`src/hw/kd_defs.svh`:
```
/*
  Build-time sizes of the KD-tree search engine.
  Override them on the compile line to change the tree.
  KD_DEPTH must be at least 1, and KD_COMPONENTS at least 2.
  A dimension field wider than needed routes the unused codes right.
*/

`ifndef KD_DEFS_SVH
`define KD_DEFS_SVH

// Number of internal levels, giving 2**KD_DEPTH - 1 nodes and 2**KD_DEPTH leaves
`define KD_DEPTH 4

// Components per image patch
`define KD_COMPONENTS 5

// Bits per unsigned patch component, which is also the threshold width
`define KD_COMP_WIDTH 11

`endif

```
`src/hw/kd_pkg.sv`:
```
/*
  Shared widths and types for the KD-tree search engine.
  Everything here is derived from the defines in kd_defs.svh.
  Component 0 of a patch sits in the low bits.
*/

`include "kd_defs.svh"

package kd_pkg;

  localparam int DEPTH       = `KD_DEPTH;
  localparam int NODE_COUNT  = (1 << `KD_DEPTH) - 1;  // Internal nodes in heap order
  localparam int LEAF_COUNT  = 1 << `KD_DEPTH;
  localparam int NODE_ADDR_W = $clog2(NODE_COUNT + 1);  // One spare code marks a full tree
  localparam int DIM_W       = $clog2(`KD_COMPONENTS);

  typedef logic [NODE_ADDR_W-1:0]   node_addr_t;
  typedef logic [`KD_DEPTH-1:0]     leaf_index_t;
  typedef logic [`KD_COMP_WIDTH-1:0] comp_t;
  typedef comp_t [`KD_COMPONENTS-1:0] patch_t;
  typedef logic [DIM_W-1:0]         dim_t;
  typedef logic [NODE_COUNT-1:0]    tree_sel_t;  // One write enable per node
  typedef logic [LEAF_COUNT-1:0]    leaf_vec_t;  // One bit per leaf, also used per level

  // Dimension in the high bits, threshold in the low bits
  typedef struct packed {
    dim_t  dim;
    comp_t thresh;
  } node_word_t;

endpackage

```
`src/hw/kd_internal_node.sv`:
```
/*
  One internal node of the KD-tree.
  A valid query goes left when its selected component is strictly below
  the threshold, otherwise right, so ties go right.
  A stored dimension at or above the component count always routes right.
*/

`timescale 1ns/10ps

module kd_internal_node import kd_pkg::*; (
  input  logic       clk,
  input  logic       rst_n,
  input  logic       wen,
  input  node_word_t wdata,
  input  logic       valid,
  input  patch_t     patch_in,
  output logic       valid_left,
  output logic       valid_right
);

  node_word_t node_q;  // Split dimension and threshold of this node
  comp_t      sel_comp;
  logic       go_left;

  // Node word is loaded once per tree load and then held
  always_ff @(posedge clk) begin
    if (!rst_n) begin
      node_q <= '0;
    end else if (wen) begin
      node_q <= wdata;
    end
  end

  always_comb begin
    sel_comp = '0;
    go_left  = 1'b0;
    // Out-of-range dimensions leave go_left low and fall through to the right child
    if (node_q.dim < `KD_COMPONENTS) begin
      sel_comp = patch_in[node_q.dim];
      go_left  = sel_comp < node_q.thresh;  // Strict compare sends a tie right
    end
  end

  // Exactly one child sees a valid query, none when the slot is empty
  assign valid_left  = valid & go_left;
  assign valid_right = valid & ~go_left;

endmodule

```
`src/hw/kd_node_loader.sv`:
```
/*
  Write address counter and one-hot decoder for loading node words.
  Words arrive in heap order, one per load_valid cycle, starting at node 0.
  load_start restarts at node 0 and suppresses any write in its own cycle.
  Writes after the last node are dropped until the next load_start.
*/

`timescale 1ns/10ps

module kd_node_loader import kd_pkg::*; (
  input  logic      clk,
  input  logic      rst_n,
  input  logic      load_start,
  input  logic      load_valid,
  output tree_sel_t node_wen
);

  localparam node_addr_t LAST_ADDR = node_addr_t'(NODE_COUNT);  // First code past the tree

  node_addr_t addr_q;  // Node that the next load_valid writes
  logic       wr_en;

  assign wr_en = load_valid & ~load_start;  // Restart wins over a write

  always_ff @(posedge clk) begin
    if (!rst_n || load_start) begin
      addr_q <= '0;
    end else if (wr_en && addr_q != LAST_ADDR) begin
      addr_q <= addr_q + 1'b1;  // Saturates at LAST_ADDR, so extra words go nowhere
    end
  end

  // Address 0 is the root and a real node here
  always_comb begin
    node_wen = '0;
    for (int k = 0; k < NODE_COUNT; k++) begin
      if (wr_en && addr_q == node_addr_t'(k)) begin
        node_wen[k] = 1'b1;
      end
    end
  end

endmodule

```
`src/hw/kd_tree_levels.sv`:
```
/*
  The node array of the KD-tree, built level by level.
  Each level is followed by a register on the valid vector and the patch,
  so one query can enter per cycle and up to DEPTH are in flight.
  Node loads are not pipelined and take effect on the next edge in every level.
  Bit p of leaf_onehot is leaf p, counted left to right.
*/

`timescale 1ns/10ps

module kd_tree_levels import kd_pkg::*; (
  input  logic       clk,
  input  logic       rst_n,
  input  tree_sel_t  node_wen,
  input  node_word_t load_data,
  input  patch_t     patch_in,
  input  logic       search_valid,
  output leaf_vec_t  leaf_onehot
);

  // Inputs seen by each level; only the low 2**i bits of lvl_valid[i] matter
  wire leaf_vec_t lvl_valid [DEPTH+1];
  wire patch_t    lvl_patch [DEPTH];

  // The root works straight off the ports
  assign lvl_valid[0] = leaf_vec_t'(search_valid);
  assign lvl_patch[0] = patch_in;

  for (genvar i = 0; i < DEPTH; i++) begin : g_level
    localparam int BASE  = (1 << i) - 1;  // Heap index of the leftmost node on this level
    localparam int WIDTH = 1 << (i + 1);  // Children produced by this level

    wire  [WIDTH-1:0] child_valid;
    logic [WIDTH-1:0] valid_q;

    for (genvar j = 0; j < (1 << i); j++) begin : g_node
      // Node BASE+j feeds heap children 2k+1 and 2k+2, which are bits 2j and 2j+1 below
      kd_internal_node u_node (
        .clk         (clk),
        .rst_n       (rst_n),
        .wen         (node_wen[BASE+j]),
        .wdata       (load_data),
        .valid       (lvl_valid[i][j]),
        .patch_in    (lvl_patch[i]),
        .valid_left  (child_valid[2*j]),
        .valid_right (child_valid[2*j+1])
      );
    end

    always_ff @(posedge clk) begin
      if (!rst_n) begin
        valid_q <= '0;
      end else begin
        valid_q <= child_valid;  // At most one bit set per query
      end
    end

    assign lvl_valid[i+1] = leaf_vec_t'(valid_q);

    // The patch travels alongside its valid bit, but the leaves have no use for it
    if (i < DEPTH - 1) begin : g_patch
      patch_t patch_q;

      always_ff @(posedge clk) begin
        if (!rst_n) begin
          patch_q <= '0;
        end else begin
          patch_q <= lvl_patch[i];
        end
      end

      assign lvl_patch[i+1] = patch_q;
    end
  end

  assign leaf_onehot = lvl_valid[DEPTH];  // Last level already spans every leaf

endmodule

```
`src/hw/kd_leaf_encoder.sv`:
```
/*
  Turns the one-hot leaf vector into a leaf number.
  Purely combinational. The input is one-hot or zero by construction,
  so several set bits are not detected and would OR their indices.
*/

`timescale 1ns/10ps

module kd_leaf_encoder import kd_pkg::*; (
  input  leaf_vec_t   leaf_onehot,
  output leaf_index_t leaf_index,
  output logic        leaf_valid
);

  // OR of the positions of set bits, which is the position itself for a one-hot input
  always_comb begin
    leaf_index = '0;
    for (int p = 0; p < LEAF_COUNT; p++) begin
      if (leaf_onehot[p]) begin
        leaf_index = leaf_index | leaf_index_t'(p);
      end
    end
  end

  assign leaf_valid = |leaf_onehot;  // Index stays 0 when this is low

endmodule

```
`src/hw/kd_search_top.sv`:
```
/*
  Top of the pipelined KD-tree search engine.
  Load the tree first, then launch one patch per search_valid cycle.
  Results appear DEPTH cycles after launch, in order, with no back-pressure.
  Reloading while queries are in flight gives undefined leaves.
*/

`timescale 1ns/10ps

module kd_search_top import kd_pkg::*; (
  input  logic        clk,
  input  logic        rst_n,
  input  logic        load_start,
  input  logic        load_valid,
  input  node_word_t  load_data,
  input  logic        search_valid,
  input  patch_t      patch_in,
  output logic        leaf_valid,
  output leaf_index_t leaf_index
);

  tree_sel_t node_wen;     // Node picked by the current load strobe
  leaf_vec_t leaf_onehot;  // Leaf reached by the query leaving the last level

  kd_node_loader u_loader (
    .clk        (clk),
    .rst_n      (rst_n),
    .load_start (load_start),
    .load_valid (load_valid),
    .node_wen   (node_wen)
  );

  kd_tree_levels u_tree (
    .clk          (clk),
    .rst_n        (rst_n),
    .node_wen     (node_wen),
    .load_data    (load_data),
    .patch_in     (patch_in),
    .search_valid (search_valid),
    .leaf_onehot  (leaf_onehot)
  );

  kd_leaf_encoder u_encoder (
    .leaf_onehot (leaf_onehot),
    .leaf_index  (leaf_index),
    .leaf_valid  (leaf_valid)
  );

endmodule

```
`config.mk`:
```
export PLATFORM = sky130hd
export DESIGN_NAME = kd_search_top
export DESIGN_NICKNAME = d
export VERILOG_FILES = /design/src/hw/kd_pkg.sv /design/src/hw/kd_internal_node.sv /design/src/hw/kd_node_loader.sv /design/src/hw/kd_tree_levels.sv /design/src/hw/kd_leaf_encoder.sv /design/src/hw/kd_search_top.sv
export VERILOG_INCLUDE_DIRS = /design/src /design/src/hw
export SDC_FILE = /design/constraint.sdc
export NUM_CORES = 1
export LEC_CHECK = 0
export BUFFER_PORTS_ARGS = -buffer_cell sky130_fd_sc_hd__buf_2
export CORE_AREA = 2 2 203 205
export CTS_BUF_LIST = sky130_fd_sc_hd__clkbuf_8
export DETAILED_ROUTE_END_ITERATION = 8
export DIE_AREA = 0 0 205 207
export PLACE_DENSITY = 0.87
export SYNTH_ARGS = -nofsm -noshare
export SYNTH_HDL_FRONTEND = slang
export SYNTH_SLANG_ARGS = --single-unit
```
`constraint.sdc`:
```
create_clock -name clk -period 2.9 [get_ports clk]
set_input_delay 0.725 -clock clk [delete_from_list [all_inputs] [get_ports clk]]
set_output_delay 0.725 -clock clk [all_outputs]
set_load 0.1 [all_outputs]
```
==> Word-level counts from Yosys, hierarchy flattened <==
Index checks and enable logic that the tools add are counted.
{ "totals": {"out_inout_bits": 5, "reg_bits": 409, "in_bits": 74} }
{ "op_classes": {"addsub": 1, "magnitude_cmp": 45, "n_reduce_logical": 20, "n_mux": 75, "n_bitwise": 47, "n_eq_ne": 15} }
{ "ops": {"columns": ["op", "count"], "rows": [
  ["binary-select mux 11 bit (select 3 bit)", 15],
  ["< comparator 11 bit", 15],
  ["two-way mux 11 bit", 15],
  ["< comparator 3 x 4 -> 1 bit, second input constant", 15],
  ["< comparator 3 bit, second input constant", 15],
  ["two-way mux 4 bit", 8],
  ["AND 1 bit", 31],
  ["two-way mux 1 bit", 31],
  ["equality test 4 bit, second input constant", 7],
  ["equality test 4 x 3 -> 1 bit, second input constant", 4],
  ["logical AND 1 bit", 16],
  ["NOT 1 bit", 16],
  ["OR reduction 16 bit", 1],
  ["two-way mux 3 bit", 4],
  ["equality test 4 x 2 -> 1 bit, second input constant", 2],
  ["adder 4 x 1 -> 4 bit, second input constant", 1],
  ["equality test 4 x 1 -> 1 bit, second input constant", 1],
  ["zero test 4 bit", 1],
  ["two-way mux 2 bit", 2],
  ["inequality test 4 bit, second input constant", 1],
  ["zero test 1 bit", 1],
  ["logical OR 1 bit", 1]
]} }

==> Logic depth before layout (Yosys ltp) <==
{ "depth": {"word_depth": 15, "ltp_mapped": 11} }

==> Hierarchy <==
A second synthesis with hierarchy kept.
{ "hier_totals": {"cells_unflattened": 2517, "hier_area_um2": 24358.4} }
{ "by_module_without_submodules": {"columns": ["mod", "n_inst", "area_each_um2", "seq_area_each_um2", "cells_per_inst"], "rows": [
  ["kd_internal_node", 15, 1238.7, 280.3, 136],
  ["kd_tree_levels", 1, 5326.4, 3903.7, 411],
  ["kd_node_loader", 1, 374.1, 80.1, 53],
  ["kd_leaf_encoder", 1, 77.6, 0.0, 13]
]} }

==> Worst setup path after synthesis <==
No wires, ideal clock.
{ "synth_path": {"path_type": "register -> register", "start": "register u_tree.g_level[2].g_node[1].u_node.node_q[11] (netlist name)", "end": "register u_tree.g_level[2].valid_q[2]", "setup_time_ps": 116, "setup_slack_ps": 359, "path_buffers": 2, "path_stages_with_launch": 12, "synth_period_minus_slack_ps": 2541, "t_required_ps": 2784, "t_arrival_ps": 2426, "cell_sequence": "dfxtp_1 -> buf_2 -> buf_2 -> mux4_2 -> inv_1 -> o21ai_0 -> ha_1 -> nand2_1 -> o21ai_0 -> a211oi_1 -> a211o_1 -> and3b_1"} }
{ "synth_via": {"elab_chain_cells": 5} }
{ "synth_rtl": {"columns": ["element", "line", "rtl"], "rows": [
  ["from (decl)", "kd_internal_node.sv:21", "node_word_t node_q;"],
  ["from (signal assigned)", "kd_internal_node.sv:30", "node_q <= wdata;"],
  ["binary-select mux 11 bit (select 3 bit)", "kd_internal_node.sv:39", "sel_comp = patch_in[node_q.dim];"],
  ["two-way mux 11 bit (not written as such)", "kd_internal_node.sv:39", null],
  ["< comparator 11 bit", "kd_internal_node.sv:40", "go_left = sel_comp < node_q.thresh;"],
  ["two-way mux 1 bit (*)", "kd_internal_node.sv:38", "if (node_q.dim < `KD_COMPONENTS) begin"],
  ["AND 1 bit (*)", "kd_internal_node.sv:45", "assign valid_left = valid & go_left;"],
  ["to (signal assigned)", "kd_tree_levels.sv:54", "valid_q <= child_valid;"],
  ["to (decl)", "kd_tree_levels.sv:34", "logic [WIDTH-1:0] valid_q;"]
]} }
Every way passes the cells marked *; elsewhere a longest branch is shown, timed or not. The select of a mux whose other input is x is not followed.
A chain may end at the register's enable or synchronous reset.

==> Final worst setup path <==
{ "layout_path": {"start": "register u_tree.g_level[2].g_patch.patch_q[34] (netlist name)", "end": "register u_tree.g_level[3].valid_q[15] (netlist: u_tree.leaf_onehot[15])"} }
{ "layout_via": {"elab_chain_cells": 6} }
{ "layout_rtl": {"columns": ["element", "line", "rtl"], "rows": [
  ["from (decl)", "kd_tree_levels.sv:62", "patch_t patch_q;"],
  ["from (signal assigned)", "kd_tree_levels.sv:68", "patch_q <= lvl_patch[i];"],
  ["binary-select mux 11 bit (select 3 bit)", "kd_internal_node.sv:39", null],
  ["two-way mux 11 bit (not written as such)", "kd_internal_node.sv:39", null],
  ["< comparator 11 bit", "kd_internal_node.sv:40", null],
  ["two-way mux 1 bit", "kd_internal_node.sv:38", null],
  ["NOT 1 bit", "kd_internal_node.sv:46", "assign valid_right = valid & ~go_left;"],
  ["AND 1 bit", "kd_internal_node.sv:46", null],
  ["to (signal assigned)", "kd_tree_levels.sv:54", null],
  ["to (decl)", "kd_tree_levels.sv:34", null]
]} }
Every way passes these cells. The select of a mux whose other input is x is not followed.

==> impl_metrics.toml <==
[outcome]
outcome = "finished, final reports clean"

[sta]
hold_viol_final = 0
fin_crit_ps = 2840
finalSetupViolCount = 0
tightest_slew_ps = 918
min_period_over_period_pct = 97.8
rsz0062_at_grt = "no"
fin_skew_ps = 28.9
max_freq_mhz = 352
maxSlewViolCount = 0
slew_headroom_pct = 38.8

[final_layout]
fin_nets = 3066
fin_util_pct = 65.6
drive_above_1_share_pct = 17.7
fin_cells = 3415
synthToLayoutAreaGrowth_pct = 11.5
insertedDiodeCount = 0

[setup_path]
setup.worst_path.end_class = "flop"
worstPathArrival_ps = 3360
worstSetupPathType = "reg -> reg"
required_ps = 3420
cp_max_fo = 8
reg2reg_depth = 9
rr_startpoint = "u_tree.g_level[2].g_patch.patch_q[34]"
regToRegEndpoint = "u_tree.leaf_onehot[15]"
worst_setup_path_start_kind = "flop"
reg2reg_slack_ps = 60

[synthesis]
synthMuxAreaShare_pct = 15.6
syn_nets = 2965
synth_top_cell_area_share_pct = 34.5
synth_area_um2 = 23800
synth_fa_ha_area_share_pct = 8.11
synth.area.top_cells = "dfxtp_1, mux4_2, nand2_1, ha_1, a21boi_0"
syn_inst = 2737
yosys_warnings = 0
yosysTopAreaCell = "dfxtp_1"
synthTopCellsByCount = "nand2_1, dfxtp_1, inv_1"
synth_compound_area_share_pct = 15.0
yosys_register_bits = 409
synthFlopType = "dfxtp_1"
ys_async_sr_fraction_pct = 0
synth_xor_area_share_pct = 0.0369
yosys.cell_types.count = 54
syn_area_per_cell_um2 = 8.68
synth-simple-area-share_pct = 18.5
yosysMostFrequentCell = "nand2_1"
synth_edf_count = 0
synth_top_family_by_area = "simple AND/OR/NAND/NOR gates"
synth-seq-area-share_pct = 34.5

[floorplanning]
initial_core_util_pct = 58.9
die_x_um = 205
dieArea_um2 = 42400
core_um2 = 40400
io_pins = 79
die_h_um = 207
rows = 74

[route]
wl_per_cell_um = 23.5
dr.pass1.iters = 6
initialDrtViolationCount = 2611
antenna_left = 0
drt_wl_total_mm = 80.2
route.detailed.drc = 0
viasPerCell = 6.21
num_vias = 21200

[global_routing]
met3_usage_pct = 10.3
grt-busiest-layer = "met2"
grt.total_usage_pct = 38.1
grt_max_degree = 98
globalRouteMet1Util_pct = 44.4
grt_pass1_wl_mm = 122
grt_antenna_before_repair = 0
grt_pass1_vias = 21400
gr-usage-met2_pct = 58.7
grt_overflow = 0

[hold_path]
hold_path_startpoint = "patch_in[30]"
holdPathStages = 2
hp-class = "in -> reg"
whs_endpoint = "u_tree.g_level[0].g_patch.patch_q[30]"

[pwr]
switching_power_uw = 3260
power_density_nw_per_um2 = 461
irDropWorstVdd_mv = 0.477
sw_frac_of_total_pct = 26.7
pwr-share-comb_pct = 9.3
p_int_uw = 8950
total_power_uw = 12200
clkPwrFrac_pct = 42.1
p_seq_share_pct = 48.6
p_leak_uw = 0.00980

[clocking]
cts_setup_buffers = 0
cts_sinks = 409
clkTransAtPathRegs_ps = 60
clock_latency_ps = 660
clk_path_buf_depth = 3
htree_levels = 3
cts_tree = "yes"
clock-root-buffer = "clkbuf_8"
numCtsBuffers = 70

[placement]
dpl.hpwl_mm = 55.4
routabilityCongestion = 1.05
portBuffers = 78
placedCellCount = 3298

[job]
drv_cap = 0
## cell families after synthesis
kind of cell               count (synthesis)
AOI/OAI and AO/OA                        550
DFF                                      409
xor gates and xnor gates                   1
muxes                                    176
buffers and inverters                    490
and+or+nand+nor                          957
adders and majority gates                154
## worst max-delay path, stage by stage, from the launching register on
cell	delay [ps]
dfxtp_1	830
mux4_2	390
inv_1	50
o21ai_0	260
ha_1	230
o21ai_0	100
a221oi_1	300
o21ai_1	130
buf_4	180
nor2_1	240
## sequential cells by signal, indices dropped and copies added (netlist names)
signal                               flops
u_loader.addr_q                          4
u_tree.g_level.g_node.u_node.node_q    210
u_tree.g_level.g_patch.patch_q         165
u_tree.g_level.valid_q                  14
u_tree.leaf_onehot                      16
## what timing repair did
item	CTS	global route
resized for setup	1	19
setup endpoints to repair	2	18
hold buffers	0	0
## power groups by stage
stage	combinational [uW]	clock, uW	sequential (uW)
3_3_place_gp	1050	0	6020
4_1_cts	1100	5190	5910
3_5_place_dp	1090	0	6030
2_1_floorplan	685	0	5920
6_report	1130	5140	5930
5_1_grt	1210	5440	5920
## cells in the final DEF, fill, tap and decap left out, drive strengths merged, types with 49 or more instances in the layout
cell,n
and2,165
mux4,154
dfxtp,409
ha,154
a21oi,49
a21boi,214
inv,329
clkbuf,89
buf,210
o21ai,192
nand2,639
## worst max-delay path by stage
stage                                                             start                            to  slack [ps]  cells after the start
after floorplan           u_tree.g_level[2].g_node[1].u_node.node_q[11]  u_tree.g_level[2].valid_q[2]         360                     11
after global placement    u_tree.g_level[2].g_node[0].u_node.node_q[11]  u_tree.g_level[2].valid_q[0]         -20                      9
after detailed placement  u_tree.g_level[2].g_node[0].u_node.node_q[11]  u_tree.g_level[2].valid_q[0]        -120                      9
after CTS                 u_tree.g_level[3].g_node[7].u_node.node_q[11]        u_tree.leaf_onehot[14]          20                     10
after global routing      u_tree.g_level[3].g_node[0].u_node.node_q[11]         u_tree.leaf_onehot[0]           4                      8
final                             u_tree.g_level[2].g_patch.patch_q[34]        u_tree.leaf_onehot[15]          60                      9
## stage by stage
| step | setup TNS (ps) | setup WS (ps) | hold slack [ps] | instance area [um2] |
|---|---|---|---|---|
| 6_report | 0 | 62.7 | 291 | 26500 |
| 5_1_grt | 0 | 3.86 | 285 | 26500 |
| 4_1_cts | 0 | 19.5 | 277 | 26400 |
| 3_5_place_dp | -186 | -121 | 445 | 25100 |
| 3_3_place_gp | -18.2 | -18.2 | 442 | 25100 |
| 2_1_floorplan | 0 | 359 | 422 | 23800 |
## layer usage
layer	vias up	part of all wire, %	wire length [um]
li1	9405	-	-
met1	9911	35	28400
met2	1429	44	35600
met3	447	11	8660
met4	0	9.4	7570
met5	-	0	0
## cell type report
type | instances | area (um2)
Fill cell | 3248 | 13900
Multi-Input combinational cell | 1838 | 13600
Sequential cell | 409 | 8200
Timing Repair Buffer | 211 | 1490
Clock buffer | 88 | 1210
Inverter | 308 | 1160
Tap cell | 532 | 666
Clock inverter | 29 | 150
Power figures use the tool's default switching activity.
